## src/p2p_stream_pkg.sv

```systemverilog
/*
 * Stream definitions for the point-to-point bypass.
 * Describes one beat of a switch stream lane: payload, byte enables,
 * end of packet and the sideband fields that ride along with the data.
 * The valid/ready handshake is kept outside the beat struct.
 */

package p2p_stream_pkg;

   // --------------------
   // Field widths
   // --------------------

   // Payload is eight bytes wide, with one keep bit per byte
   localparam int STREAM_DATA_WIDTH = 64;
   localparam int STREAM_KEEP_WIDTH = STREAM_DATA_WIDTH / 8;

   // Sideband widths as the switch shell presents them
   localparam int STREAM_ID_WIDTH   = 8;
   localparam int STREAM_DEST_WIDTH = 8;
   localparam int STREAM_USER_WIDTH = 16;

   // --------------------
   // Beat types
   // --------------------

   typedef logic [STREAM_DATA_WIDTH-1:0] stream_data_t;
   typedef logic [STREAM_KEEP_WIDTH-1:0] stream_keep_t;
   typedef logic [STREAM_ID_WIDTH-1:0]   stream_id_t;
   typedef logic [STREAM_DEST_WIDTH-1:0] stream_dest_t;
   typedef logic [STREAM_USER_WIDTH-1:0] stream_user_t;

   // One beat as it crosses a lane; tid and tdest are carried, never routed on
   typedef struct packed {
      stream_data_t tdata;
      stream_keep_t tkeep;
      logic         tlast;
      stream_id_t   tid;
      stream_dest_t tdest;
      stream_user_t tuser;
   } stream_beat_t;

endpackage

```

## src/p2p_reg_pkg.sv

```systemverilog
/*
 * Register bus definitions for the point-to-point bypass.
 * Holds the strobe-based request and response structs, the register
 * offsets of the control and status blocks, and the rule that picks
 * the block from the address.
 */

package p2p_reg_pkg;

   // --------------------
   // Bus widths and types
   // --------------------

   localparam int REG_ADDR_WIDTH  = 8;
   localparam int REG_DATA_WIDTH  = 32;
   localparam int TIMESTAMP_WIDTH = 64;

   typedef logic [REG_ADDR_WIDTH-1:0]  reg_addr_t;
   typedef logic [REG_DATA_WIDTH-1:0]  reg_data_t;
   typedef logic [TIMESTAMP_WIDTH-1:0] timestamp_t;

   // Wr and rd are single-cycle strobes and never high together
   typedef struct packed {
      logic      wr;
      logic      rd;
      reg_addr_t addr;
      reg_data_t wdata;
   } reg_req_t;

   // Rvalid marks the cycle after a read strobe
   typedef struct packed {
      logic      rvalid;
      reg_data_t rdata;
   } reg_rsp_t;

   // --------------------
   // Register offsets
   // --------------------

   // Control block
   localparam reg_addr_t REG_ID       = 8'h00;
   localparam reg_addr_t REG_CONTROL  = 8'h04;
   localparam reg_addr_t REG_SCRATCH  = 8'h08;
   localparam reg_addr_t REG_BEATS_0  = 8'h0C;
   localparam reg_addr_t REG_BEATS_1  = 8'h10;

   // Status block
   localparam reg_addr_t REG_TS_LATCH = 8'h80;
   localparam reg_addr_t REG_TS_UPPER = 8'h84;
   localparam reg_addr_t REG_TS_LOWER = 8'h88;

   // Bit positions inside REG_CONTROL
   localparam int TPAUSE_BIT = 0;

   // --------------------
   // Block select
   // --------------------

   // Address bit 7 set means the status block owns the offset
   localparam int STATUS_SEL_BIT = 7;

   function automatic logic is_status_addr(input reg_addr_t addr);
      return addr[STATUS_SEL_BIT];
   endfunction

endpackage

```

## src/p2p_reg_decoder.sv

```systemverilog
/*
 * Register decoder.
 * Steers the read and write strobes of the register bus to either the
 * control block or the status block, and folds the two registered read
 * responses back into one response for the bus.
 */

module p2p_reg_decoder
   import p2p_reg_pkg::*;
(
   input  logic     core_clk,
   input  logic     reset,

   // Register bus from outside
   input  reg_req_t reg_req,
   output reg_rsp_t reg_rsp,

   // Control block side
   output reg_req_t ctrl_req,
   input  reg_rsp_t ctrl_rsp,

   // Status block side
   output reg_req_t status_req,
   input  reg_rsp_t status_rsp
);

   // Steering and merge are purely combinational
   // Both blocks register their own responses

   logic      sel_status;
   reg_data_t ctrl_rdata_masked;
   reg_data_t status_rdata_masked;

   // --------------------
   // Request steering
   // --------------------

   assign sel_status = is_status_addr(reg_req.addr);

   // Address and write data go to both blocks unchanged
   // Only the strobes are gated, so a block never acts on the other's offsets
   always_comb begin
      ctrl_req    = reg_req;
      ctrl_req.wr = reg_req.wr && !sel_status;
      ctrl_req.rd = reg_req.rd && !sel_status;
   end

   always_comb begin
      status_req    = reg_req;
      status_req.wr = reg_req.wr && sel_status;
      status_req.rd = reg_req.rd && sel_status;
   end

   // --------------------
   // Response merge
   // --------------------

   // At most one block answers in a cycle, since a read goes to only one of them
   assign ctrl_rdata_masked   = {REG_DATA_WIDTH{ctrl_rsp.rvalid}} & ctrl_rsp.rdata;
   assign status_rdata_masked = {REG_DATA_WIDTH{status_rsp.rvalid}} & status_rsp.rdata;

   // Idle cycles return zero data so the bus never shows stale words
   always_comb begin
      reg_rsp.rvalid = ctrl_rsp.rvalid || status_rsp.rvalid;
      reg_rsp.rdata  = ctrl_rdata_masked | status_rdata_masked;
   end

endmodule

```

## src/p2p_ctrl_regs.sv

```systemverilog
/*
 * Control register block.
 * Holds the identity word, the pause control and a scratch register,
 * reads back the two lane beat counters zero-extended to the bus width,
 * and issues the clear pulses for those counters.
 */

module p2p_ctrl_regs
   import p2p_reg_pkg::*;
#(
   parameter reg_data_t P2P_ID           = 32'h5032_5030,
   parameter int        BEAT_COUNT_WIDTH = 32
) (
   input  logic                        core_clk,
   input  logic                        reset,

   input  reg_req_t                    reg_req,
   output reg_rsp_t                    reg_rsp,

   // Counter values from the bypass lanes
   input  logic [BEAT_COUNT_WIDTH-1:0] beats_0,
   input  logic [BEAT_COUNT_WIDTH-1:0] beats_1,

   output logic                        tpause,
   output logic                        clear_beats_0,
   output logic                        clear_beats_1
);

   reg_data_t scratch;
   reg_data_t control_word;
   reg_data_t rdata_nxt;
   reg_data_t rsp_data;
   logic      rsp_valid;

   // --------------------
   // Write side
   // --------------------

   // Control and scratch take the write on the edge of the strobe
   always_ff @(posedge core_clk) begin
      if (reset) begin
         tpause  <= 1'b0;
         scratch <= '0;
      end else if (reg_req.wr) begin
         if (reg_req.addr == REG_CONTROL) begin
            tpause <= reg_req.wdata[TPAUSE_BIT];
         end
         if (reg_req.addr == REG_SCRATCH) begin
            scratch <= reg_req.wdata;
         end
      end
   end

   // A write of any value to a counter offset clears that counter
   // The pulse is combinational so the counter clears on the same edge
   assign clear_beats_0 = reg_req.wr && (reg_req.addr == REG_BEATS_0);
   assign clear_beats_1 = reg_req.wr && (reg_req.addr == REG_BEATS_1);

   // --------------------
   // Read side
   // --------------------

   always_comb begin
      control_word             = '0;
      control_word[TPAUSE_BIT] = tpause;
   end

   // Unmapped offsets fall through to zero
   always_comb begin
      case (reg_req.addr)
         REG_ID:      rdata_nxt = P2P_ID;
         REG_CONTROL: rdata_nxt = control_word;
         REG_SCRATCH: rdata_nxt = scratch;
         REG_BEATS_0: rdata_nxt = reg_data_t'(beats_0);
         REG_BEATS_1: rdata_nxt = reg_data_t'(beats_1);
         default:     rdata_nxt = '0;
      endcase
   end

   // Response comes one cycle after the read strobe
   always_ff @(posedge core_clk) begin
      if (reset) begin
         rsp_valid <= 1'b0;
      end else begin
         rsp_valid <= reg_req.rd;
      end
   end

   always_ff @(posedge core_clk) begin
      if (reg_req.rd) begin
         rsp_data <= rdata_nxt;
      end
   end

   assign reg_rsp = '{rvalid: rsp_valid, rdata: rsp_data};

endmodule

```

## src/sdnet_status_regs.sv

```systemverilog
/*
 * Timestamp status register block.
 * A write to the latch command offset captures the free-running
 * timestamp, and the two status offsets return the upper and lower
 * words of the captured value until the next latch command.
 */

module sdnet_status_regs
   import p2p_reg_pkg::*;
(
   input  logic       core_clk,
   input  logic       reset,

   input  reg_req_t   reg_req,
   output reg_rsp_t   reg_rsp,

   // Free-running time from the shell
   input  timestamp_t timestamp
);

   timestamp_t ts_latch;
   logic       latch_cmd;
   reg_data_t  rdata_nxt;
   reg_data_t  rsp_data;
   logic       rsp_valid;

   // --------------------
   // Timestamp capture
   // --------------------

   // The write data is ignored; only the offset carries the command
   assign latch_cmd = reg_req.wr && (reg_req.addr == REG_TS_LATCH);

   // The captured value is the one present on the edge of the command
   always_ff @(posedge core_clk) begin
      if (reset) begin
         ts_latch <= '0;
      end else if (latch_cmd) begin
         ts_latch <= timestamp;
      end
   end

   // --------------------
   // Readback
   // --------------------

   // REG_TS_LATCH itself is a command offset and reads as zero
   always_comb begin
      case (reg_req.addr)
         REG_TS_UPPER: rdata_nxt = ts_latch[TIMESTAMP_WIDTH-1 -: REG_DATA_WIDTH];
         REG_TS_LOWER: rdata_nxt = ts_latch[REG_DATA_WIDTH-1:0];
         default:      rdata_nxt = '0;
      endcase
   end

   always_ff @(posedge core_clk) begin
      if (reset) begin
         rsp_valid <= 1'b0;
      end else begin
         rsp_valid <= reg_req.rd;
      end
   end

   // Read data is held between reads
   always_ff @(posedge core_clk) begin
      if (reg_req.rd) begin
         rsp_data <= rdata_nxt;
      end
   end

   assign reg_rsp = '{rvalid: rsp_valid, rdata: rsp_data};

endmodule

```

## src/p2p_bypass.sv

```systemverilog
/*
 * Two-lane stream bypass.
 * Each lane hands beats from the switch straight back to the switch with
 * no register stage. Lane 0 can be paused, which blocks both its valid
 * and its ready. Every accepted beat bumps a wrapping per-lane counter.
 */

module p2p_bypass
   import p2p_stream_pkg::*;
#(
   parameter int BEAT_COUNT_WIDTH = 32
) (
   input  logic                        core_clk,
   input  logic                        reset,

   input  logic                        tpause,

   // Lane inputs from the switch
   input  stream_beat_t                from_switch_0,
   input  logic                        from_valid_0,
   output logic                        from_ready_0,
   input  stream_beat_t                from_switch_1,
   input  logic                        from_valid_1,
   output logic                        from_ready_1,

   // Lane outputs back to the switch
   output stream_beat_t                to_switch_0,
   output logic                        to_valid_0,
   input  logic                        to_ready_0,
   output stream_beat_t                to_switch_1,
   output logic                        to_valid_1,
   input  logic                        to_ready_1,

   // Counter control and readback
   input  logic                        clear_beats_0,
   input  logic                        clear_beats_1,
   output logic [BEAT_COUNT_WIDTH-1:0] beats_0,
   output logic [BEAT_COUNT_WIDTH-1:0] beats_1
);

   typedef logic [BEAT_COUNT_WIDTH-1:0] beat_count_t;

   logic [1:0]  accept;
   logic [1:0]  clear;
   beat_count_t count [2];

   // --------------------
   // Lane 0, pausable
   // --------------------

   // The payload always follows; only the handshake is blocked by pause
   assign to_switch_0  = from_switch_0;
   assign to_valid_0   = from_valid_0 && !tpause;
   assign from_ready_0 = to_ready_0 && !tpause;

   // --------------------
   // Lane 1, plain wire
   // --------------------

   assign to_switch_1  = from_switch_1;
   assign to_valid_1   = from_valid_1;
   assign from_ready_1 = to_ready_1;

   // --------------------
   // Beat counters
   // --------------------

   // A beat counts when it leaves the lane, so paused beats never count
   assign accept = {to_valid_1 && to_ready_1, to_valid_0 && to_ready_0};
   assign clear  = {clear_beats_1, clear_beats_0};

   // Clear wins over a beat in the same cycle; counts wrap at full scale
   always_ff @(posedge core_clk) begin
      for (int lane = 0; lane < 2; lane++) begin
         if (reset || clear[lane]) begin
            count[lane] <= '0;
         end else if (accept[lane]) begin
            count[lane] <= count[lane] + 1'b1;
         end
      end
   end

   assign beats_0 = count[0];
   assign beats_1 = count[1];

endmodule

```

## src/p2p.sv

```systemverilog
/*
 * Point-to-point bypass top level.
 * Ties the register decoder, the control and timestamp status register
 * blocks and the two-lane stream bypass together on core_clk.
 */

module p2p
   import p2p_reg_pkg::*;
   import p2p_stream_pkg::*;
#(
   parameter reg_data_t P2P_ID           = 32'h5032_5030,
   parameter int        BEAT_COUNT_WIDTH = 32
) (
   input  logic         core_clk,
   input  logic         reset,
   input  timestamp_t   timestamp,

   // Register bus
   input  reg_req_t     reg_req,
   output reg_rsp_t     reg_rsp,

   // Stream lanes from the switch
   input  stream_beat_t from_switch_0,
   input  logic         from_valid_0,
   output logic         from_ready_0,
   input  stream_beat_t from_switch_1,
   input  logic         from_valid_1,
   output logic         from_ready_1,

   // Stream lanes back to the switch
   output stream_beat_t to_switch_0,
   output logic         to_valid_0,
   input  logic         to_ready_0,
   output stream_beat_t to_switch_1,
   output logic         to_valid_1,
   input  logic         to_ready_1
);

   // --------------------
   // Register path
   // --------------------

   reg_req_t ctrl_req;
   reg_rsp_t ctrl_rsp;
   reg_req_t status_req;
   reg_rsp_t status_rsp;

   // Controls between the control block and the lanes
   logic                        tpause;
   logic                        clear_beats_0;
   logic                        clear_beats_1;
   logic [BEAT_COUNT_WIDTH-1:0] beats_0;
   logic [BEAT_COUNT_WIDTH-1:0] beats_1;

   p2p_reg_decoder u_reg_decoder (
      .core_clk   (core_clk),
      .reset      (reset),
      .reg_req    (reg_req),
      .reg_rsp    (reg_rsp),
      .ctrl_req   (ctrl_req),
      .ctrl_rsp   (ctrl_rsp),
      .status_req (status_req),
      .status_rsp (status_rsp)
   );

   p2p_ctrl_regs #(
      .P2P_ID           (P2P_ID),
      .BEAT_COUNT_WIDTH (BEAT_COUNT_WIDTH)
   ) u_ctrl_regs (
      .core_clk      (core_clk),
      .reset         (reset),
      .reg_req       (ctrl_req),
      .reg_rsp       (ctrl_rsp),
      .beats_0       (beats_0),
      .beats_1       (beats_1),
      .tpause        (tpause),
      .clear_beats_0 (clear_beats_0),
      .clear_beats_1 (clear_beats_1)
   );

   // Timestamp capture runs beside the control block
   sdnet_status_regs u_status_regs (
      .core_clk  (core_clk),
      .reset     (reset),
      .reg_req   (status_req),
      .reg_rsp   (status_rsp),
      .timestamp (timestamp)
   );

   // --------------------
   // Stream path
   // --------------------

   p2p_bypass #(
      .BEAT_COUNT_WIDTH (BEAT_COUNT_WIDTH)
   ) u_bypass (
      .core_clk      (core_clk),
      .reset         (reset),
      .tpause        (tpause),
      .from_switch_0 (from_switch_0),
      .from_valid_0  (from_valid_0),
      .from_ready_0  (from_ready_0),
      .from_switch_1 (from_switch_1),
      .from_valid_1  (from_valid_1),
      .from_ready_1  (from_ready_1),
      .to_switch_0   (to_switch_0),
      .to_valid_0    (to_valid_0),
      .to_ready_0    (to_ready_0),
      .to_switch_1   (to_switch_1),
      .to_valid_1    (to_valid_1),
      .to_ready_1    (to_ready_1),
      .clear_beats_0 (clear_beats_0),
      .clear_beats_1 (clear_beats_1),
      .beats_0       (beats_0),
      .beats_1       (beats_1)
   );

endmodule

```

## config.mk

```make
export PLATFORM = sky130hd
export DESIGN_NAME = p2p
export DESIGN_NICKNAME = d
export VERILOG_FILES = /design/src/p2p_stream_pkg.sv /design/src/p2p_reg_pkg.sv /design/src/p2p_reg_decoder.sv /design/src/p2p_ctrl_regs.sv /design/src/sdnet_status_regs.sv /design/src/p2p_bypass.sv /design/src/p2p.sv
export SDC_FILE = /design/constraint.sdc
export NUM_CORES = 1
export LEC_CHECK = 0
export ABC_AREA = 1
export BUFFER_PORTS_ARGS = -buffer_cell sky130_fd_sc_hd__buf_2
export CORE_AREA = 10 10 216 218
export CTS_BUF_LIST = sky130_fd_sc_hd__clkbuf_4 sky130_fd_sc_hd__clkbuf_8
export CTS_CLUSTER_SIZE = 28
export DETAILED_ROUTE_END_ITERATION = 10
export DIE_AREA = 0 0 226 228
export SLEW_MARGIN = 20
export SYNTH_ARGS = -nofsm -noshare
export SYNTH_HDL_FRONTEND = slang
export SYNTH_SLANG_ARGS = --single-unit
```

## constraint.sdc

```tcl
create_clock -name core_clk -period 2.4 [get_ports core_clk]
set_input_delay 0.12 -clock core_clk [delete_from_list [all_inputs] [get_ports core_clk]]
set_output_delay 0.12 -clock core_clk [all_outputs]
set_load 0.01 [all_outputs]
```

==> results of run 1 <==
[through the flow]
step / setup WS [ns] / hold WS [ns]
floorplan: 0.421 / 0.189
global placement: 0.581 / 0.240
detailed placement: 0.541 / 0.240
CTS: 0.519 / 0.229
global route: 0.343 / 0.240
finish: 0.501 / 0.240
[flip-flops by register name, summed over array words and instances (netlist names)]
name                     flops
u_ctrl_regs.rsp_data        32
u_status_regs.ts_latch      64
u_ctrl_regs.tpause           1
u_ctrl_regs.scratch         32
u_bypass.count              64
u_status_regs.rsp_valid      1
u_ctrl_regs.rsp_valid        1
u_status_regs.rsp_data      32
[worst paths after layout]
kind	start	endpoint	slack, ns
setup reg to reg	u_bypass.count[0][0]	u_bypass.count[0][20]	0.50
setup / recovery	u_bypass.count[0][0]	u_bypass.count[0][20]	0.50
hold reg to reg	u_status_regs.ts_latch[14]	u_status_regs.ts_latch[14]	0.48
hold / removal	from_switch_0[104]	to_switch_0[104]	0.24
[power by group]
part | total, mW | internal (mW) | switching, mW
sequential | 4.33 | 4.22 | 0.113
combinational | 0.656 | 0.301 | 0.355
clock | 3.73 | 2.09 | 1.64
total | 8.72 | 6.61 | 2.11
[final cells by class]
| cell class | count | area (um^2) |
|---|---|---|
| clock inverters | 7 | 45.0 |
| inverters | 134 | 503 |
| diodes | 1 | 2.50 |
| flip-flops and latches | 227 | 5830 |
| well taps | 546 | 683 |
| repair buffers | 274 | 1980 |
| fillers | 4439 | 28100 |
| multi-input cells | 1043 | 4530 |
| clock buffers | 67 | 791 |
[cells by family (layout without fill, tap and decap cells)]
| family | Yosys count | count (layout) |
|---|---|---|
| AND/OR/NAND/NOR | 910 | 910 |
| AO/OA/AOI/OAI | 116 | 116 |
| XOR/XNOR | 15 | 15 |
| adder cells (fa/ha/maj) | 2 | 2 |
| flip-flops | 227 | 227 |
| buffers and inverters | 407 | 482 |
| other | 0 | 1 |
[Yosys cell counts (all sizes together), types with 15 or more instances]
cell / number
buf: 249
edfxtp: 128
nand4: 15
nand2: 479
clkbuf: 24
dfxtp: 99
a21oi: 30
nor2: 336
inv: 134
a22o: 32
nand3: 65
o21ai: 39
[worst reg2reg max path, stage by stage (launching register included)]
cell	delay (ns)
sky130_fd_sc_hd__edfxtp_1	0.42
sky130_fd_sc_hd__ha_1	0.19
sky130_fd_sc_hd__nand2_1	0.08
sky130_fd_sc_hd__nor2_2	0.19
sky130_fd_sc_hd__nand2_1	0.17
sky130_fd_sc_hd__nor2_1	0.33
sky130_fd_sc_hd__nand3_1	0.12
sky130_fd_sc_hd__nand2_1	0.09
sky130_fd_sc_hd__nor2_1	0.04
[timing repair]
action | 4_1_cts | 5_1_grt
gates resized for setup | 0 | 0
hold buffers | 103 | 0
hold endpoints to repair | 99 | 0
[metal layers]
metal  GRT usage, %  routed length [um]  part of all wire [%]
met5              0                   0                     0
met4           5.66                1290                   3.2
met3           4.41                3130                   7.8
met2           25.3               19300                    48
met1           17.1               16200                    41
==> metrics, run 1 <==
most frequent CP cell=sky130_fd_sc_hd__nand2_1; classification of the worst-slack hold path=in -> out; share of the yosys chip area belonging to registers=45.8%; commonest non-fill, non-tap cells in the layout=479 x sky130_fd_sc_hd__nand2_1, 325 x sky130_fd_sc_hd__nor2_1, 148 x sky130_fd_sc_hd__buf_2; top cell family by delay on the critical path=simple AND/OR/NAND/NOR gates; synthesized-area fraction occupied by ao, oa, aoi and oai cells=5.81%; maximum root-to-sink buffer count=3; Hold Path Stages=0; mean cell area of the mapped netlist=7.58 um^2; die width=226 um; Iteration-0 DRC Markers=588; number of antenna violations at the first check in global routing=1; Syn Nets=2001; Placer Congestion=0.887; via total after detailed routing=10.6k; Largest stage delay, worst path=0.42 ns; Clock Sinks=227; CTS tree=yes; Core Rows=76; leakage power=5.95 nW; Final Routed Wirelength=39900 um; simple-gate share of the synthesized area=28.4%; area fraction of the dominant cell type after synthesis=30.2%; share of synthesized cell area in full adder, half adder and majority cells=0.197%; Die ar.=0.0515 mm^2; ordered list of cells on the worst path=ha_1 > nand2_1 > nor2_2 > nand2_1 > nor2_1 > nand3_1 > nand2_1 > nor2_1; Final Cell Area=0.0144 mm^2; placeable core region=0.0425 mm^2; post-layout min period=1.90 ns; IR drop worst, VDD=0.000302 V; post-place instance area=0.0125 mm^2; root cell of the clock tree=sky130_fd_sc_hd__clkbuf_8; Worst setup SP type=register; Post-Synthesis Cell Area=0.0127 mm^2; max-cap violation count=0; worst reg2reg path depth=8; required time of the worst setup path=2.68 ns; post-synthesis xor/xnor area fraction=1.03%; number of global-route vias before repair=10.6k; Setup Crit Path Kind=reg -> reg; vias per cell=4.61; residual DRC count=0; clock skew=0.0218 ns; Setup TNS=0 ns; most common cell after layout, fill and taps aside=sky130_fd_sc_hd__nand2_1; Gate Count Post-Synth=1677; register bit count reported by yosys=227; dominant combinational cell family by area after synthesis=simple AND/OR/NAND/NOR gates; first drt pass iteration count=6; share of layout cells above drive strength 1=15.1%; later-pin clock latency in the skew report=0.55 ns; number of port buffers=148; top-level port count=569; arrival time of data at the critical path endpoint=2.18 ns; first-pass GRT wire length=60000 um; final hold viol count=0; Non-Filler Instances=2299; critical-path maximum fanout=6; Max Transition Viols Final=0; DP HPWL=29500 um; headroom to the max-slew limit=60.4%; Layout Area Growth over Synthesis=13.0%; final critical-path share of the clock period=79.1%; # Post-CTS Setup Buffers=0; setup repair after global routing missed its margin=no; GRT Overall Usage=14.8%; Finish-stage setup viols=0; clk slew on worst S/H paths=0.06 ns; top cells by area, synth=sky130_fd_sc_hd__edfxtp_1 30%, sky130_fd_sc_hd__dfxtp_1 16%, sky130_fd_sc_hd__nand2_1 14%; count of different cell masters after synthesis=27; number of routed nets with antenna violations=0; critical path depth=8; maximum number of pins on one net before global-route repair=76; nets=2044; total buffers and inverters traversed by the critical path=0; Max Freq=526 MHz; outcome=finished clean; die span in y=228 um; Post-synth EDFFs=128; areal power density over the cells=607 mW/mm^2; top_reg_cell synth=sky130_fd_sc_hd__edfxtp_1; H-Tree Level Count=2; multiplexer share of the synthesized area=0%; final core occ=33.8%; number of instances in the placed design=2121; Worst Setup End Kind=register; Yosys warnings=0; Overflow after GRT=0; number of buffers created by CTS=40; Yosys top cell by area=sky130_fd_sc_hd__edfxtp_1; effective utilization at floorplan=29.9%; sum of internal, switching and leakage power=8.72 mW; async set-reset flop share out of synthesis=0%; transition time of the tightest slew-check pin=0.593 ns; cell with the largest stage delay on the worst path=sky130_fd_sc_hd__edfxtp_1; routed length per placed instance=17.4 um
Note: power is estimated with default switching activity, not from simulation.
==> inputs of run 2 (changes only) <==
Clock period 2.4 ns to 1.9 ns, I/O delays scaled along.
==> run 2 against run 1 <==
Setup slack lost 0.42 ns. Global-route usage increased by 0.15 points. Largest cell class unchanged. Highest routed layer is now met5. Largest power group unchanged. Sequential cell count unchanged. Critical path depth unchanged. Clock skew barely moved. First-iteration DRC count is 22% higher. Combinational power up 28%. Clock power up 31%. Sequential share of layout area decreased by 0.68 points.
==> metrics, run 2 (same netlist as run 1, synthesis figures left out) <==
outcome=finished clean; Non-Filler Instances=2308; vias per cell=4.55; maximum number of pins on one net before global-route repair=55; Core Rows=76; Final Cell Area=0.0146 mm^2; Placer Congestion=0.877; IR drop worst, VDD=0.000443 V; placeable core region=0.0425 mm^2; ordered list of cells on the worst path=ha_1 > nand2_1 > nor2_2 > nand2_1 > nor2_2 > nand3_1 > nand2_1 > nor2_1; share of layout cells above drive strength 1=16.1%; via total after detailed routing=10.5k; Sw Share=23.5%; critical-path maximum fanout=6; Clock Sinks=227; Setup Crit Path Kind=reg -> reg; Max Freq=551 MHz; worst setup path endpoint=u_bypass.count[0][24]; setup repair after global routing missed its margin=yes; clock skew=0.0220 ns; arrival time of data at the critical path endpoint=2.08 ns; top-level port count=569; Max Transition Viols Final=0; later-pin clock latency in the skew report=0.53 ns; transition time of the tightest slew-check pin=0.630 ns; number of global-route vias before repair=10.7k; nets=2053; portion of total power attributed to the clock network=43.6%; maximum root-to-sink buffer count=3; die width=226 um; worst reg2reg endpoint=u_bypass.count[0][24]; routed length per placed instance=17.2 um; classification of the worst-slack hold path=in -> reg; DP HPWL=29800 um; number of routed nets with antenna violations=0; root cell of the clock tree=sky130_fd_sc_hd__clkbuf_8; areal power density over the cells=766 mW/mm^2; post-place instance area=0.0127 mm^2; clk slew on worst S/H paths=0.06 ns; slack of the worst reg-to-reg path=0.08 ns; Layout Area Growth over Synthesis=14.9%; Overflow after GRT=0; number of port buffers=148; Largest stage delay, worst path=0.39 ns; Worst setup SP type=register; GRT Overall Usage=15.0%; number of instances in the placed design=2133; Worst Setup End Kind=register; final hold viol count=0; most common cell after layout, fill and taps aside=sky130_fd_sc_hd__nand2_1; most frequent CP cell=sky130_fd_sc_hd__nand2_1; CTS tree=yes; post-layout min period=1.82 ns; cell with the largest stage delay on the worst path=sky130_fd_sc_hd__edfxtp_1; internal power component=8.56 mW; Die ar.=0.0515 mm^2; combinational fraction of design power=7.5%; max-cap violation count=0; leakage power=6.04 nW; first drt pass iteration count=5; residual DRC count=0; largest registers=u_bypass.count x64, u_status_regs.ts_latch x64; number of buffers created by CTS=40; first-pass GRT wire length=60900 um; die span in y=228 um; H-Tree Level Count=2; effective utilization at floorplan=29.9%; sequential group share of total power=48.9%; net switching power=2.63 mW; commonest non-fill, non-tap cells in the layout=479 x sky130_fd_sc_hd__nand2_1, 320 x sky130_fd_sc_hd__nor2_1, 148 x sky130_fd_sc_hd__buf_2; worst reg2reg path depth=8; required time of the worst setup path=2.17 ns; Crit. Startpoint=u_bypass.count[0][1]; headroom to the max-slew limit=57.9%; Iteration-0 DRC Markers=715; Final Routed Wirelength=39700 um; Finish-stage setup viols=0; final critical-path share of the clock period=95.6%; Setup TNS=0 ns; origin of the critical flop-to-flop path=u_bypass.count[0][1]; number of antenna violations at the first check in global routing=2
[run 2: stage by stage]
stage	power, mW	utilization [%]	worst slack [ns]	hold slack, ns
floorplan	6.34	-	-0.0542	0.164
global placement	6.24	29.9	0.143	0.190
CTS	11.3	34.3	0.0311	0.00599
global route	11.6	34.4	-0.0570	0.0546
detailed placement	6.25	29.9	0.0870	0.190
finish	11.2	34.4	0.0842	0.0438
[run 2: critical path: cells and delay by family (launching register included)]
family	cells	cell delay, ns
flip-flops	1	0.39
AND/OR/NAND/NOR	7	0.96
adder cells (fa/ha/maj)	1	0.19
[run 2: how the worst min path moves through the flow]
stage	startpoint	endpoint	slack, ns	cells after the start
floorplan	reset	u_ctrl_regs.tpause	0.16	1
global placement	from_switch_0[21]	to_switch_0[21]	0.19	0
detailed placement	from_switch_0[21]	to_switch_0[21]	0.19	0
CTS	reg_req[35]	u_ctrl_regs.tpause	0.006	4
global route	reg_req[35]	u_ctrl_regs.tpause	0.05	4
finish	reg_req[35]	u_ctrl_regs.tpause	0.04	4
[run 2: layer usage]
metal / global-route usage (%) / part of all wire (%) / up-vias / wire length, um
met2: 25.1 / 48 / 400 / 19200
met5: 0.977 / 0.086 / - / 34
met1: 17.5 / 41 / 4814 / 16300
met4: 5.57 / 3.4 / 2 / 1330
li1: - / - / 5185 / -
met3: 4.64 / 7.3 / 103 / 2900
[run 2: power by group through the flow]
| stage | clock network, mW | logic [mW] | registers, mW |
|---|---|---|---|
| finish | 4.88 | 0.839 | 5.47 |
| floorplan | 0 | 0.828 | 5.51 |
| global route | 5.22 | 0.934 | 5.49 |
| CTS | 5.00 | 0.844 | 5.47 |
| detailed placement | 0 | 0.678 | 5.57 |
| global placement | 0 | 0.671 | 5.57 |
[run 2: final cells by class]
| type | instances | area [um^2] |
|---|---|---|
| Timing Repair Buffer | 283 | 2170 |
| Sequential cell | 227 | 5830 |
| Fill cell | 4417 | 27900 |
| Clock inverter | 13 | 121 |
| Inverter | 134 | 503 |
| Antenna cell | 2 | 5.00 |
| Multi-Input combinational cell | 1043 | 4550 |
| Tap cell | 546 | 683 |
| Clock buffer | 60 | 757 |
[run 2: what timing repair did]
action | in CTS | in global routing
hold buffers | 100 | 0
hold endpoints to repair | 99 | 0
endpoints found under the setup margin | 0 | 12
resized for setup | 0 | 8
setup buffers | 0 | 0
